**config.mk**
```make
export PLATFORM = sky130hd
export DESIGN_NAME = video_pwm_dither
export DESIGN_NICKNAME = d
export VERILOG_FILES = /design/src/video_pkg.sv /design/src/video_pwm_dither.sv
export SDC_FILE = /design/constraint.sdc
export NUM_CORES = 1
export LEC_CHECK = 0
export ABC_AREA = 1
export BUFFER_PORTS_ARGS = -buffer_cell sky130_fd_sc_hd__buf_2
export CORE_UTILIZATION = 53
export DETAILED_ROUTE_END_ITERATION = 6
export PLACE_DENSITY = 0.88
export RECOVER_POWER = 25
export SETUP_SLACK_MARGIN = 0.05
export SLEW_MARGIN = 20
export SYNTH_ARGS = -nofsm -noshare
export SYNTH_HDL_FRONTEND = slang
export SYNTH_SLANG_ARGS = --single-unit
```
**constraint.sdc**
```tcl
create_clock -name clk -period 4.35 [get_ports clk]
set_input_delay 0.6525 -clock clk [delete_from_list [all_inputs] [get_ports clk]]
set_output_delay 0.6525 -clock clk [all_outputs]
set_load 0.01 [all_outputs]
```
**src/video_pkg.sv**
```systemverilog
// video colour output stage shared types and PWM dither table
`default_nettype none

package video_pkg;

	// palette RAM size, one entry per 8-bit index
	localparam int PAL_DEPTH = 256;

	// pixel byte from a raster source
	typedef logic [7:0] plex_t;

	// palette RAM address
	typedef logic [7:0] pal_idx_t;

	// palette entry: dac mode flag on top, then 5 bits of red, green, blue
	typedef logic [15:0] pal_word_t;

	// raw colour without the mode flag
	typedef logic [14:0] rgb15_t;

	// one dithered channel for the 2-bit resistor DAC
	typedef logic [1:0] dac2_t;

	// both sub-phase values of every channel, serialized by the DDR cell
	typedef struct packed {
		dac2_t red1;
		dac2_t grn1;
		dac2_t blu1;
		dac2_t red0;
		dac2_t grn0;
		dac2_t blu0;
	} dac_pair_t;

	// ordered PWM patterns indexed by the 3-bit fine intensity
	// bit position is phase * 2 + sub-phase
	localparam logic [7:0] pwm_pattern [0:7] = '{
		8'b00000000,
		8'b00000001,
		8'b01000001,
		8'b01000101,
		8'b10100101,
		8'b10100111,
		8'b11010111,
		8'b11011111
	};

endpackage

`default_nettype wire

```
**src/video_pwm_dither.sv**
```systemverilog
// ordered PWM dither reducing 5-bit palette channels to 2-bit DAC values
`default_nettype none

module video_pwm_dither (
	input  wire                  clk,
	input  wire                  arst_n,
	input  wire                  vga_on,
	input  wire                  vga_line,
	input  wire                  blank,
	input  video_pkg::pal_word_t pixel,
	output video_pkg::dac_pair_t dac,
	output video_pkg::rgb15_t    raw,
	output logic                 dac_mode
);

	import video_pkg::*;

	logic       blank_d;
	pal_word_t  pix;
	logic [4:0] red;
	logic [4:0] grn;
	logic [4:0] blu;
	logic [1:0] ph_cnt;
	logic [1:0] phase;
	logic [2:0] pos0;
	logic [2:0] pos1;

	// coarse part plus one where the pattern bit is set, saturating at 3
	function automatic dac2_t dither_chan(input logic [4:0] chan, input logic [2:0] pos);
		dac2_t      coarse;
		logic [2:0] fine;
		logic [7:0] pattern;
		coarse  = chan[4:3];
		fine    = chan[2:0];
		pattern = pwm_pattern[fine];
		if (pattern[pos] && coarse != 2'd3)
		begin
			dither_chan = coarse + 2'd1;
		end
		else
		begin
			dither_chan = coarse;
		end
	endfunction

	// blank arrives with the index, palette word a cycle later
	always_ff @(posedge clk or negedge arst_n)
	begin
		if (!arst_n)
		begin
			blank_d <= 1'b0;
		end
		else
		begin
			blank_d <= blank;
		end
	end

	assign pix = blank_d ? '0 : pixel;

	// channel split
	assign red = pix[14:10];
	assign grn = pix[9:5];
	assign blu = pix[4:0];

	// free-running phase
	always_ff @(posedge clk or negedge arst_n)
	begin
		if (!arst_n)
		begin
			ph_cnt <= 2'd0;
		end
		else
		begin
			ph_cnt <= ph_cnt + 2'd1;
		end
	end

	// VGA doubles lines, so the scan line picks the upper phase bit
	assign phase = {vga_on ? vga_line : ph_cnt[1], ph_cnt[0]};
	assign pos0  = {phase, 1'b0};
	assign pos1  = {phase, 1'b1};

	// both sub-phases, raw colour and mode flag share one register stage
	always_ff @(posedge clk or negedge arst_n)
	begin
		if (!arst_n)
		begin
			dac      <= '0;
			raw      <= '0;
			dac_mode <= 1'b0;
		end
		else
		begin
			dac.red0 <= dither_chan(red, pos0);
			dac.grn0 <= dither_chan(grn, pos0);
			dac.blu0 <= dither_chan(blu, pos0);
			dac.red1 <= dither_chan(red, pos1);
			dac.grn1 <= dither_chan(grn, pos1);
			dac.blu1 <= dither_chan(blu, pos1);
			raw      <= pix[14:0];
			dac_mode <= pix[15];
		end
	end

endmodule

`default_nettype wire

```
Word level (Yosys, flattened, before mapping)
Memory sizes are Yosys's and may differ from the RTL's. Index checks and enable logic that the tools add are counted.

Bitwise logic cells: 3. Add/sub/neg operators: 4. Order comparisons: 5. Mux-type cells: 26. Equality and inequality tests: 3. Reductions and logical operators: 6.

Operator list (number): two-way mux 8 bit (6); two-way mux 16 bit (1); binary-select mux 1 bit (select 2 bit) (6); >= comparator 4 bit, second input constant (3); two-way mux 2 bit (6); inverter 3 -> 4 bit (3); adder 2 x 1 -> 2 bit, second input constant (4); < comparator 3 x 4 -> 1 bit, second input constant (2); two-way mux 1 bit (7); logical AND 1 bit (6); != test 2 bit, second input constant (3).

Output and inout bits: 28. Flip-flop bits (word level): 31. Bits in read-only memories: 192. Memories: 3. Logic and storage cells: 60. Bits of input ports: 21.

Memory list: (no name shown) (depth 8, width 8, read ports 1, clocked after Yosys merged registers in 0, wr ports 0, RTL line video_pwm_dither.sv:35) `pattern = pwm_pattern[fine];`; (no name shown) (depth 8, width 8, read ports 1, clocked after Yosys merged registers in 0, wr ports 0, RTL line video_pwm_dither.sv:35); (no name shown) (depth 8, width 8, read ports 1, clocked after Yosys merged registers in 0, wr ports 0, RTL line video_pwm_dither.sv:35).

Depth between registers and ports, before layout
Word-level depth: 9. Mapped depth: 11. Depth with buffers taken out: 10.

Worst setup path before layout
Ideal clock, no wire load.

Kind: input to register. Start: input port pixel[13]. End: register dac[11] in the netlist's numbering. Data required time: 4.234 ns. Slack: 2.703 ns. Arrival time: 1.530 ns. Library setup time: 0.116 ns. Cell stages on the path: 9. Path buffers: 0. Cell sequence: nand2_1 -> inv_1 -> ha_1 -> inv_1 -> nand2_1 -> a31oi_1 -> nand2_1 -> nand2_1 -> nand2_1.

Longest elaborated chain between the ends: 4. Elaborated cells between the ends (all ways): 5. Those cells by class: add/sub: 1; eq/ne: 1; mux: 2; reduce/logical: 1.

Ends and longest elaborated chain: start, declared (RTL line video_pwm_dither.sv:10) `input video_pkg::pal_word_t pixel,`; two-way mux 16 bit (*) (RTL line video_pwm_dither.sv:59) `assign pix = blank_d ? '0 : pixel;`; named net pix[13] (RTL line video_pwm_dither.sv:19) `pal_word_t pix;`; branches (longest 2 deep; another with adder 2 x 1 -> 2 bit); two-way mux 2 bit (*) (RTL line video_pwm_dither.sv:36) `if (pattern[pos] && coarse != 2'd3)`; end, declared (RTL line video_pwm_dither.sv:11) `output video_pkg::dac_pair_t dac,`.

Mark *: on every way through the listed nets, which the timed path passes.

Worst setup path after layout
Start: register blank_d. End: register dac[7] in the netlist's numbering.

Elaborated cells between the ends (all ways): 11. Those cells by class: add/sub: 1; eq/ne: 1; mux: 6; bitwise: 1; reduce/logical: 1; memory: 1.

RTL lines: start, declared (RTL line video_pwm_dither.sv:18) `logic blank_d;`; start signal, assigned (RTL line video_pwm_dither.sv:55) `blank_d <= blank;`; two-way mux 16 bit (*) (RTL line video_pwm_dither.sv:59); named net pix[3] (RTL line video_pwm_dither.sv:19); branches (longest 2 deep; another with adder 2 x 1 -> 2 bit); two-way mux 2 bit (*) (RTL line video_pwm_dither.sv:36).

Mark *: on every way through the listed nets, which the timed path passes. The select of a mux whose other input is x is not followed.

==> results.md <==
- WS Path Type: reg -> reg
- Final core utilization: 68.4%
- Syn Nets: 187
- Final net count: 239
- Fmax: roughly 0.44 GHz
- Overflow after GRT: 0
- WHS: 0.427 ns
- Post-synthesis sequential area ratio: between 50% and 60%
- Worst path bufs/invs: 3
- Post-CTS setup buffer count: 0
- Mean Syn Cell Area: 8.85 µm²
- Period utilisation layout: ~52%
- DP Wirelength: 1990 µm
- Mux cell area share after synthesis: 0%
- Largest net degree at the start of global routing: 32
- Clk root buf: clkbuf_4
- TNS Setup: 0 ns
- Row cnt: 18
- Area of the core: ~0.0025 mm²
- Worst EP arrival: about 2.5 ns
- Placed Cells: 238
- Post-Route WL: 2660 µm
- CTS tree: done
- Layout area overhead: 19.5%
- Number of non-filler instances in the completed layout: ~240
- Die height: approximately 54 µm
- Vias per cell: 5.00
- RSZ-0062 raised after global routing: false
- Starting Density: 57.2%
- Least-Margin Pin Slew: 1.56 ns
- CP endpoint kind: flop
- Skew final: 0.00783 ns
- Final Slew Violations: 32
- Vias in the first global route: 1072
- Failing checks: max-capacitance violations, max-slew violations
- GPL Wtd Cong: 0.887
- Synth warnings: 0
- Die area: between 0.002 and 0.003 mm²
- H-Tree Depth: 2
- Run status: complete, but fails checks
- Cell family with most CP delay: flip-flops
- Static Leak: approximately 1.0 nW
- Drt wl/cell: 10.9 µm
- Distinct cells, synth: 19
- Bufs on Longest Clock Path: 2
- Synth Instances: 163
- Drt drc: 0
- Worst Path Required: 4.56 ns
- Hold Fails Final Rpt: 0
- Post-CTS Hold Buffers: 0
- CP Max Fanout: 14
- Area fraction in compound gates after synthesis: 6.07%
- Most frequent CP cell: nand2_1
- Synth Area in Simple Gates: 28.4%
- I/O pins: a little under 50
- Largest family of logic cells by synthesized area: simple AND/OR/NAND/NOR gates
- Via Count: 1220
- Mapped cell area: 0.00144 mm²
- 1st-iter DRT viols: 40
- Port Buf Inserts: 48
- Endpoints failing setup: 0
- TritonCTS buffer count: 5
- Post_cts resized: 0
- Crit path launch type: flop
- Initial antenna violation count: 0
- First-pass GRT wire length: 4450 µm
- Worst stage delay on the critical path: around 0.8 ns
- Clock slew at reported path FFs: approximately 0.080 ns
- Share of cells above drive strength 1: 32.7%
- Adder-cell share of the synthesized area: 2.60%
- Relative slew slack: -4.17%
- Post-route ant nets: 0
- # Max-Cap Violations: 1
- FF+latch count, synth: 31
- Tot Pwr: 0.547 mW
- XOR/XNOR Fraction of Synth Area: less than 1%
- Worst VDD drop: 0.000254 V
- DRT Pass-1 Iters: 4
- CP cell instances: inv_2, nand2_1, inv_1, ha_1, inv_1, nand2_1, a31oi_1, nand2_1, nand2_1, nand2_1
- Power per cell area: between 300 and 400 mW/mm²
- Ant. Diodes: 0
- Slowest-stage cell, CP: dfrtp_1
- Hold Crit Class: in -> reg
- Period minus WS final: about 2.3 ns
- Worst skew pair latency: 0.33 ns
- Clock Sinks: 31
- Gr usage total: a little over a fifth
- Chip Width: approximately 54 µm
## synthesized netlist by cell type (all sizes together)
cell	instances	area, µm²
clkbuf	1	13.8
o211ai	3	22.5
ha	3	37.5
xor2	1	8.76
inv	23	86.3
nor2	16	90.1
o21ai	7	46.3
a31oi	3	18.8
dfrtp	31	776
nand2	52	210
buf	2	22.5
nand3	21	110
## layout make-up
cell class                      count  area [µm²]
Inverter                           23        86.3
Fill cell                         223         798
Sequential cell                    31         776
Multi-Input combinational cell    106         544
Clock buffer                        6        41.3
Timing Repair Buffer               48         239
Tap cell                           30        37.5
## cell usage in the layout, fill, tap and decap left out
cell / count
nor2_2: 3
nor2_4: 3
nor2_1: 10
dfrtp_1: 31
nand2_2: 6
nand3_2: 1
o21ai_0: 2
o21ai_1: 2
xor2_1: 1
inv_1: 21
buf_2: 47
inv_2: 2
ha_1: 3
nand2_1: 46
a31oi_1: 3
nand3_1: 20
clkbuf_1: 2
o211ai_1: 3
o21ai_2: 3
clkbuf_4: 5
## routing by layer
layer / track usage, % / vias up / wire [µm]
li1: - / 615 / -
met1: 25.9 / 561 / 1100
met2: 35.4 / 40 / 1340
met3: 9.04 / 4 / 183
met4: 8.55 / 0 / 27
met5: 0 / - / 0
## worst reg2reg max path, stage by stage (launching register included)
cell and delay [ns]:
dfrtp_1 0.80, inv_2 0.25, nand2_1 0.17, inv_1 0.09, ha_1 0.20, inv_1 0.12
nand2_1 0.07, a31oi_1 0.22, nand2_1 0.10, nand2_1 0.07, nand2_1 0.06
## flip-flops by register name, summed over array words and instances, names as in the netlist
name,count
raw,15
dac,12
ph_cnt,2
blank_d,1
dac_mode,1
## worst paths after layout
path                           start        end  slack [ns]  cells past startpoint
hold / removal                 blank    blank_d        0.43                      1
min in group asynchronous     arst_n     raw[2]        0.70                      1
setup / recovery             blank_d     dac[7]        2.09                     10
max in group asynchronous     arst_n     dac[9]        2.74                      1
hold reg to reg            ph_cnt[1]  ph_cnt[1]        0.48                      1
setup reg to reg             blank_d     dac[7]        2.09                     10
## cells by family after synthesis
logic type / count (synthesis)
and+or+nand+nor: 89
AOI/OAI and AO/OA: 13
xor gates and xnor gates: 1
DFF: 31
adders and majority gates: 3
buffers and inverters: 26
## power breakdown
group / internal, mW / switching [mW] / total (mW)
clock: 0.0573 / 0.0835 / 0.141
combinational: 0.0353 / 0.0579 / 0.0932
sequential: 0.306 / 0.00685 / 0.313
total: 0.399 / 0.148 / 0.547
## stage by stage
stage | cell area (µm²) | setup slack (ns)
2_1_floorplan | 1440 | 2.70
3_3_place_gp | 1680 | 2.17
3_5_place_dp | 1680 | 2.12
4_1_cts | 1730 | 2.10
5_1_grt | 1720 | 1.88
6_report | 1720 | 2.09
Power figures use the tool's default switching activity.
