File: config.mk
export PLATFORM = sky130hd
export DESIGN_NAME = video_pixel_select
export DESIGN_NICKNAME = d
export VERILOG_FILES = /design/src/video_pkg.sv /design/src/video_pixel_select.sv
export SDC_FILE = /design/constraint.sdc
export NUM_CORES = 1
export LEC_CHECK = 0
export BUFFER_PORTS_ARGS = -buffer_cell sky130_fd_sc_hd__buf_2
export CAP_MARGIN = 20
export CORE_MARGIN = 2
export CORE_UTILIZATION = 40
export DETAILED_ROUTE_END_ITERATION = 12
export GPL_TIMING_DRIVEN = 0
export PLACE_DENSITY = 0.77
export SETUP_SLACK_MARGIN = 0.1
export SLEW_MARGIN = 40
export SYNTH_ARGS = -nofsm -noshare
export SYNTH_HDL_FRONTEND = slang
export SYNTH_SLANG_ARGS = --single-unit
export TNS_END_PERCENT = 1
File: constraint.sdc
create_clock -name clk -period 0.89 [get_ports clk]
set_input_delay 0 -clock clk [delete_from_list [all_inputs] [get_ports clk]]
set_output_delay 0 -clock clk [all_outputs]
set_load 0.05 [all_outputs]
File: src/video_pkg.sv
// video colour output stage shared types and PWM dither table
`default_nettype none

package video_pkg;

	// palette RAM size, one entry per 8-bit index
	localparam int PAL_DEPTH = 256;

	// pixel byte from a raster source
	typedef logic [7:0] plex_t;

	// palette RAM address
	typedef logic [7:0] pal_idx_t;

	// palette entry: dac mode flag on top, then 5 bits of red, green, blue
	typedef logic [15:0] pal_word_t;

	// raw colour without the mode flag
	typedef logic [14:0] rgb15_t;

	// one dithered channel for the 2-bit resistor DAC
	typedef logic [1:0] dac2_t;

	// both sub-phase values of every channel, serialized by the DDR cell
	typedef struct packed {
		dac2_t red1;
		dac2_t grn1;
		dac2_t blu1;
		dac2_t red0;
		dac2_t grn0;
		dac2_t blu0;
	} dac_pair_t;

	// ordered PWM patterns indexed by the 3-bit fine intensity
	// bit position is phase * 2 + sub-phase
	localparam logic [7:0] pwm_pattern [0:7] = '{
		8'b00000000,
		8'b00000001,
		8'b01000001,
		8'b01000101,
		8'b10100101,
		8'b10100111,
		8'b11010111,
		8'b11011111
	};

endpackage

`default_nettype wire

File: src/video_pixel_select.sv
// pixel selector forming the palette index and blank level from TV or VGA raster
`default_nettype none

module video_pixel_select (
	input  wire                 clk,
	input  wire                 arst_n,
	input  wire                 vga_on,
	input  wire                 tv_strobe,
	input  wire                 tv_hires,
	input  wire                 vga_hires,
	input  wire                 tv_blank,
	input  wire                 vga_blank,
	input  wire [1:0]           plex_sel,
	input  wire [3:0]           palsel,
	input  video_pkg::plex_t    tv_plex,
	input  video_pkg::plex_t    vga_plex,
	output video_pkg::pal_idx_t pal_idx,
	output logic                blank
);

	import video_pkg::*;

	plex_t tv_byte;
	plex_t plex;
	logic  hires;
	logic  nib_low;
	logic [3:0] nibble;

	// TV raster runs slower than clk, so hold its byte between strobes
	always_ff @(posedge clk or negedge arst_n)
	begin
		if (!arst_n)
		begin
			tv_byte <= '0;
		end
		else if (tv_strobe)
		begin
			tv_byte <= tv_plex;
		end
	end

	// source and mode follow vga_on
	always_comb
	begin
		if (vga_on)
		begin
			plex    = vga_plex;
			hires   = vga_hires;
			nib_low = plex_sel[0];
			blank   = vga_blank;
		end
		else
		begin
			plex    = tv_byte;
			hires   = tv_hires;
			nib_low = plex_sel[1];
			blank   = tv_blank;
		end
	end

	// nibble choice for hires, low nibble when the select bit is set
	assign nibble = nib_low ? plex[3:0] : plex[7:4];

	// hires uses palsel as the bank, lores takes the whole byte
	always_comb
	begin
		if (hires)
		begin
			pal_idx = {palsel, nibble};
		end
		else
		begin
			pal_idx = plex;
		end
	end

endmodule

`default_nettype wire

-- Word-level counts from Yosys, hierarchy flattened
Index checks and enable logic that the tools add are counted.
- muxes and demuxes: 6
- operators by type and width (kind ; count):
    8-bit two-way mux ; 2
    4-bit two-way mux ; 1
    1-bit two-way mux ; 3
- input bits: 30
- flip-flop bits (word level): 8
- output and inout port bits: 9

-- Longest topological paths before layout
Gate-level depths: netlist of run 1.
- word-level depth: 3
- mapped depth: 5
- gate-level depth less buffers: 3

-- Worst setup path after synthesis of run 1
No wires, ideal clock.
- path kind: register to output
- from: register tv_byte[5]
- to: output pal_idx[5]
- cell stages (with the launch flop): 4
- required time: 0.890 ns
- arrival: 1.271 ns
- path buffers: 0
- path slack: -0.381 ns
- path through: dfrtp_1 > and2b_2 > a211oi_1 > a21oi_1
- cells in the longest elaborated chain, start to end: 2
- ends and longest elaborated chain (element ; line ; RTL):
    from (decl) ; video_pixel_select.sv:23 ; plex_t tv_byte;
    from (signal assigned) ; video_pixel_select.sv:38 ; tv_byte <= tv_plex;
    8-bit two-way mux ; video_pixel_select.sv:45 ; if (vga_on)
    8-bit two-way mux ; video_pixel_select.sv:67 ; if (hires)
    to (decl) ; video_pixel_select.sv:17 ; output video_pkg::pal_idx_t pal_idx,
Every way passes these cells.

-- Worst setup path in the final report of run 1
- from: register tv_byte[4]
- to: output pal_idx[4]
Same word-level chain as after synthesis.

==> results.md, run 1 <==
- Outcome: complete, but fails checks
- Violated checks: negative setup slack
- Commonest register cell after synthesis: dfrtp_1
- Final Wtd Congestion: 0.6500
- Residual DRC: 0
- Antenna Nets Post-Route: 0
- Count leader, synth: mux2i_1
- CP max FO: 2
- Actual slew at the worst max-slew pin: 287.3 ps
- Top post-synthesis cells by area: dfrtp_1, mux2i_1, mux2_2, and2b_2, a211oi_1
- CP required: 890 ps
- Synth top cells by count: mux2i_1, mux2_2, dfrtp_1
- Syn Inst Count: 52
- Clk Latency, worst-skew pair: 240 ps
- Crit path kind: reg -> out
- Nets: 134
- Row cnt: 13
- Post-Route Skew: 0 ps
- VDD IR max: 0.7908 mV
- FMAX: 793.4 MHz
- Post-synth EDFFs: 0
- Ports: 39
- Mean post-synth cell area: 11.33 um2
- Final clock period utilization by the worst path: 141.6%
- PD cells: 1239 nW/um2
- Static leakage: 0.5189 nW
- Max cap viols: 0
- Root buffer cell: clkbuf_4
- Vias in the first global route: 672
- Net count after synthesis: 82
- Final min period: 1260 ps
- Async SR Flop Fraction: 100.0%
- RSZ-0062 raised after global routing: true
- Total congestion overflow: 0
- Number of flip-flops in the largest register: 8
- Width of the die: 42.39 um
- CP Capture Type: primary output
- Mapped Area: 589.3 um2
- H-tree Lvls: 1
- Area after DPL: 905.9 um2
- Initial Util: 44.18%
- Yosys top cell by area: dfrtp_1
- Detailed Route WL: 1594 um
- Die height: 42.39 um
- Initial antenna violation count: 0
- Post-DP HPWL: 1194 um
- Drt initial violations: 1
- Routed WL per cell: 13.62 um
- WHS: 132.4 ps
- Final instance area: 1134 um2
- Area growth, synth to finish: 92.36%
- Filler cells: 76
- Largest registers: tv_byte x8
- Clock Pin Slew Worst Setup and Hold Paths: 50 ps
- First-pass GRT wire length: 2753 um
- Area share of the largest cell type after synthesis: 33.97%
- Largest Register: tv_byte
- Yosys warns: 0
- Unique cell type count in the Yosys netlist: 11
- Seq/Total Area, Yosys: 33.97%
- Synth Register Bits: 8
- Worst EP arrival: 1260 ps
- Vias per Instance: 4.983
- CTS Buf Count: 3
- Slew Limit Fails: 0
- Min-Delay Path Class: in -> async
- Setup TNS: -2570 ps
- Largest net degree at the start of global routing: 11
- Max_slew headroom: 80.30%
- First-pass DRT Iterations: 2
- CTS tree: yes
- GRT Util Overall: 20.18%
- Clock Path Buffers: 2
- Setup violators final: 9
- Ant. Diodes: 0
- Final Hold Viols: 0
- Critical path launch point: tv_byte[4]$_DFFE_PN0P_
- Clock Sink Count: 8
- Layout cells sized above 1: 74.51%
- Core Area: 1334 um2
- Setup ws final: -370.3 ps
- RR Startpoint: tv_byte[4]$_DFFE_PN0P_
- IO buf count: 36
- Die ar.: 1796 um2
- Via Count: 583
- Crit start category: flop
placed cells by master (no fill, tap or decap), drive strengths merged:
master / instances
nand2b: 2
dfrtp: 8
a211oi: 4
mux2i: 16
clkbuf: 5
dlygate4sd3: 9
buf: 41
and2b: 4
a21oi: 4
mux2: 9
per-layer routing:
layer  GRT usage [%]  up-vias  share of wire (%)
met4           10.63        0               0.44
li1                -      289                  -
met1           18.75      268                 34
met2           39.69       24                 59
met5               0        -                  0
met3           4.310        2                6.3
cell type report:
class                           count  area (um2)  area share (%)
Multi-Input combinational cell     39       526.8           46.47
Timing Repair Buffer               47       335.3           29.58
Sequential cell                     8       200.2           17.66
Buffer                              5       30.03           2.649
Clock buffer                        3       22.52           1.987
Tap cell                           15       18.77           1.656
per-stage QoR:
step / instances / total power, mW / worst slack, ps / utilization, %
2_1_floorplan: 52 / 0.8504 / 14.65 / -
3_3_place_gp: 103 / 0.9815 / -148.7 / 67.92
3_5_place_dp: 103 / 0.9974 / -176.8 / 67.92
4_1_cts: 117 / 1.400 / -428.8 / 83.02
5_1_grt: 117 / 1.496 / -431.9 / 84.99
6_report: 117 / 1.405 / -370.3 / 84.99
path summary, 6_finish.rpt:
| check | cells after the start | end | slack [ps] |
|---|---|---|---|
| hold / removal | 2 | tv_byte[7]$_DFFE_PN0P_ | 130 |
| max in group asynchronous | 2 | tv_byte[6]$_DFFE_PN0P_ | 600 |
| setup / recovery | 4 | pal_idx[4] | -370 |
| hold reg to reg | 1 | tv_byte[2]$_DFFE_PN0P_ | 530 |
| min in group clk | 2 | tv_byte[0]$_DFFE_PN0P_ | 160 |
| setup reg to reg | 3 | tv_byte[4]$_DFFE_PN0P_ | -130 |
worst max-delay path, stage by stage (launching register included):
cell	delay (ps)
dfrtp_1	390
and2b_2	220
a211oi_4	200
a21oi_4	50
buf_6	160
power breakdown:
group          internal (mW)  switching, mW  total, mW
Combinational          0.341          0.373      0.715
Sequential             0.402         0.0312      0.433
Clock                  0.153          0.105      0.258
Total                  0.896          0.509       1.40
what timing repair did:
item / 4_1_cts / 5_1_grt
setup endpoints to repair: 8 / 13
setup buffers: 2 / 0
hold buffers: 9 / 0
hold endpoints to repair: 16 / 0
resized for setup: 20 / 5
pin swaps: 1 / 1
logic make-up after synthesis:
family	share of synthesized area, %
AND/OR/NAND/NOR	8.493
buffers and inverters	4.672
flip-flops	33.97
AO/OA/AOI/OAI	8.493
multiplexers	44.37
(Power assumes the default switching activity.)
==> run 2, diff against run 1 <==
--- a/config.mk
+++ b/config.mk
@@ -7,7 +7,6 @@
 export LEC_CHECK = 0
 export BUFFER_PORTS_ARGS = -buffer_cell sky130_fd_sc_hd__buf_2
 export CAP_MARGIN = 20
-export CORE_MARGIN = 2
 export CORE_UTILIZATION = 40
 export DETAILED_ROUTE_END_ITERATION = 12
 export GPL_TIMING_DRIVEN = 0
==> results.md, run 2 (same netlist as run 1, synthesis figures left out) <==
- Outcome: complete, but fails checks (unchanged)
- Violated checks: negative setup slack (unchanged)
- CP max stage cell: dfrtp_1 (unchanged)
- Worst Reg-to-Reg Cells: 2 (was 3)
- Ports: 39 (unchanged)
- Static leakage: 0.5179 nW (was 0.5189 nW)
- Die ar.: 1631 um2 (was 1796 um2)
- FF-to-FF End: tv_byte[7]$_DFFE_PN0P_ (was tv_byte[4]$_DFFE_PN0P_)
- Worst EP arrival: 1290 ps (was 1260 ps)
- VDD IR max: 0.9479 mV (was 0.7908 mV)
- Setup violators final: 8 (was 9)
- Ant. Diodes: 0 (unchanged)
- Most common cell after layout, fill and taps aside: buf_2 (unchanged)
- Nets: 133 (was 134)
- Largest registers: tv_byte x8 (unchanged)
- Final Hold Viols: 0 (unchanged)
- Final clock period utilization by the worst path: 144.8% (was 141.6%)
- Via Count: 594 (was 583)
- Max cap viols: 0 (unchanged)
- Layout cells sized above 1: 73.27% (was 74.51%)
- Initial Util: 44.18% (unchanged)
- Clock Pin Slew Worst Setup and Hold Paths: 50 ps (about the same)
- Crit path kind: reg -> out (unchanged)
- CP Cell Sequence: and2b_2 -> a211oi_4 -> a21oi_4 -> buf_6 (unchanged)
- GRT Util Overall: 21.69% (was 20.18%)
- Overall power: 1.411 mW (was 1.405 mW)
- PD cells: 1252 nW/um2 (was 1239 nW/um2)
- Post-Route Skew: 0 ps (unchanged)
- Routed WL per cell: 14.71 um (was 13.62 um)
- Final min period: 1288 ps (was 1260 ps)
- Dpl cells: 103 (unchanged)
- Internal reg-to-reg setup slack: 0 ps (was -130 ps)
- Area growth, synth to finish: 91.29% (was 92.36%)
- Antenna Nets Post-Route: 0 (unchanged)
- Clock Sink Count: 8 (unchanged)
- IO buf count: 36 (unchanged)
- Post-DP HPWL: 1114 um (was 1194 um)
- Setup ws final: -398.5 ps (was -370.3 ps)
- Die height: 40.39 um (was 42.39 um)
- Largest net degree at the start of global routing: 11 (unchanged)
- FMAX: 776.1 MHz (was 793.4 MHz)
- H-tree Lvls: 1 (unchanged)
- Root buffer cell: clkbuf_4 (unchanged)
- Drt initial violations: 3 (was 1)
- First-pass DRT Iterations: 2 (unchanged)
- Final Wtd Congestion: 0.5825 (was 0.6500)
- RSZ-0062 raised after global routing: true (unchanged)
- Max_slew headroom: 77.69% (was 80.30%)
- Clk Latency, worst-skew pair: 250 ps (was 240 ps)
- Min-Delay Path Class: in -> async (unchanged)
- Vias in the first global route: 565 (was 672)
- Core Area: 1334 um2 (unchanged)
- Vias per Instance: 5.121 (was 4.983)
- Final std cells w/o fill: 116 (was 117)
- Detailed Route WL: 1706 um (was 1594 um)
- WHS: 118.4 ps (was 132.4 ps)
- Most frequent cells in the layout: buf_2, mux2i_1, dlygate4sd3_1 (was buf_2, dlygate4sd3_1)
- First-pass GRT wire length: 2277 um (was 2753 um)
- Critical path launch point: tv_byte[4]$_DFFE_PN0P_ (unchanged)
- Actual slew at the worst max-slew pin: 325.3 ps (was 287.3 ps)
- Number of flip-flops in the largest register: 8 (unchanged)
- Width of the die: 40.39 um (was 42.39 um)
- CTS tree: yes (unchanged)
- CP Capture Type: primary output (unchanged)
- RR Startpoint: tv_byte[7]$_DFFE_PN0P_ (was tv_byte[4]$_DFFE_PN0P_)
- Worst path max stage delay: 410 ps (was 390 ps)
- CP max FO: 3 (was 2)
- Largest Register: tv_byte (unchanged)
- Initial antenna violation count: 0 (unchanged)
- Filler cells: 73 (was 76)
- CTS Buf Count: 3 (unchanged)
- CP required: 890 ps (about the same)
- Total congestion overflow: 0 (unchanged)
- Slew Limit Fails: 0 (unchanged)
- Clock Path Buffers: 2 (unchanged)
- Crit start category: flop (unchanged)
- Residual DRC: 0 (unchanged)
- Row cnt: 13 (unchanged)
[run 2: worst max-delay path, delay by kind of cell (launching register included)]
family                 cells  cell delay, ps
buffers and inverters      1             160
AOI/OAI and AO/OA          2             240
DFF                        1             410
and+or+nand+nor            1             230
[run 2: final cells by class]
cell class | count | area (um2) | share of cell area (%)
Sequential cell | 8 | 200.2 | 17.76
Tap cell | 15 | 18.77 | 1.665
Buffer | 5 | 30.03 | 2.664
Clock buffer | 3 | 22.52 | 1.998
Timing Repair Buffer | 46 | 325.3 | 28.86
Multi-Input combinational cell | 39 | 530.5 | 47.06
[run 2: stage by stage]
| step | worst slack [ps] | util, % | setup TNS [ps] | cell area, um2 |
|---|---|---|---|---|
| 6_report | -398.5 | 84.52 | -2585 | 1127 |
| 3_3_place_gp | -150.3 | 67.92 | -1055 | 905.9 |
| 3_5_place_dp | -177.6 | 67.92 | -1219 | 905.9 |
| 2_1_floorplan | 14.65 | - | 0 | 706.9 |
| 5_1_grt | -449.4 | 84.52 | -3006 | 1127 |
| 4_1_cts | -417.3 | 83.11 | -2668 | 1109 |
[run 2: worst max path at each step]
stage / to / cells past startpoint
after floorplan: pal_idx[5] / 3
after global placement: pal_idx[4] / 4
after detailed placement: pal_idx[7] / 4
after CTS: pal_idx[7] / 4
after global routing: pal_idx[4] / 4
final: pal_idx[4] / 4
[run 2: metal layers]
layer	vias up	track usage (%)	share of wire, %
li1	285	-	-
met1	285	21.68	37
met2	24	41.67	59
met3	0	3.333	3.9
met4	0	11.67	0
met5	-	0	0
[run 2: where the power goes]
part	switching (mW)	internal, mW
Sequential	0.0310	0.401
Clock	0.115	0.154
Combinational	0.379	0.332
[run 2: repair_timing]
item	4_1_cts	5_1_grt
setup buffers	1	0
endpoints found under the hold margin	16	0
hold buffers	9	0
pin swaps	1	1
resized for setup	20	4
endpoints found under the setup margin	8	13
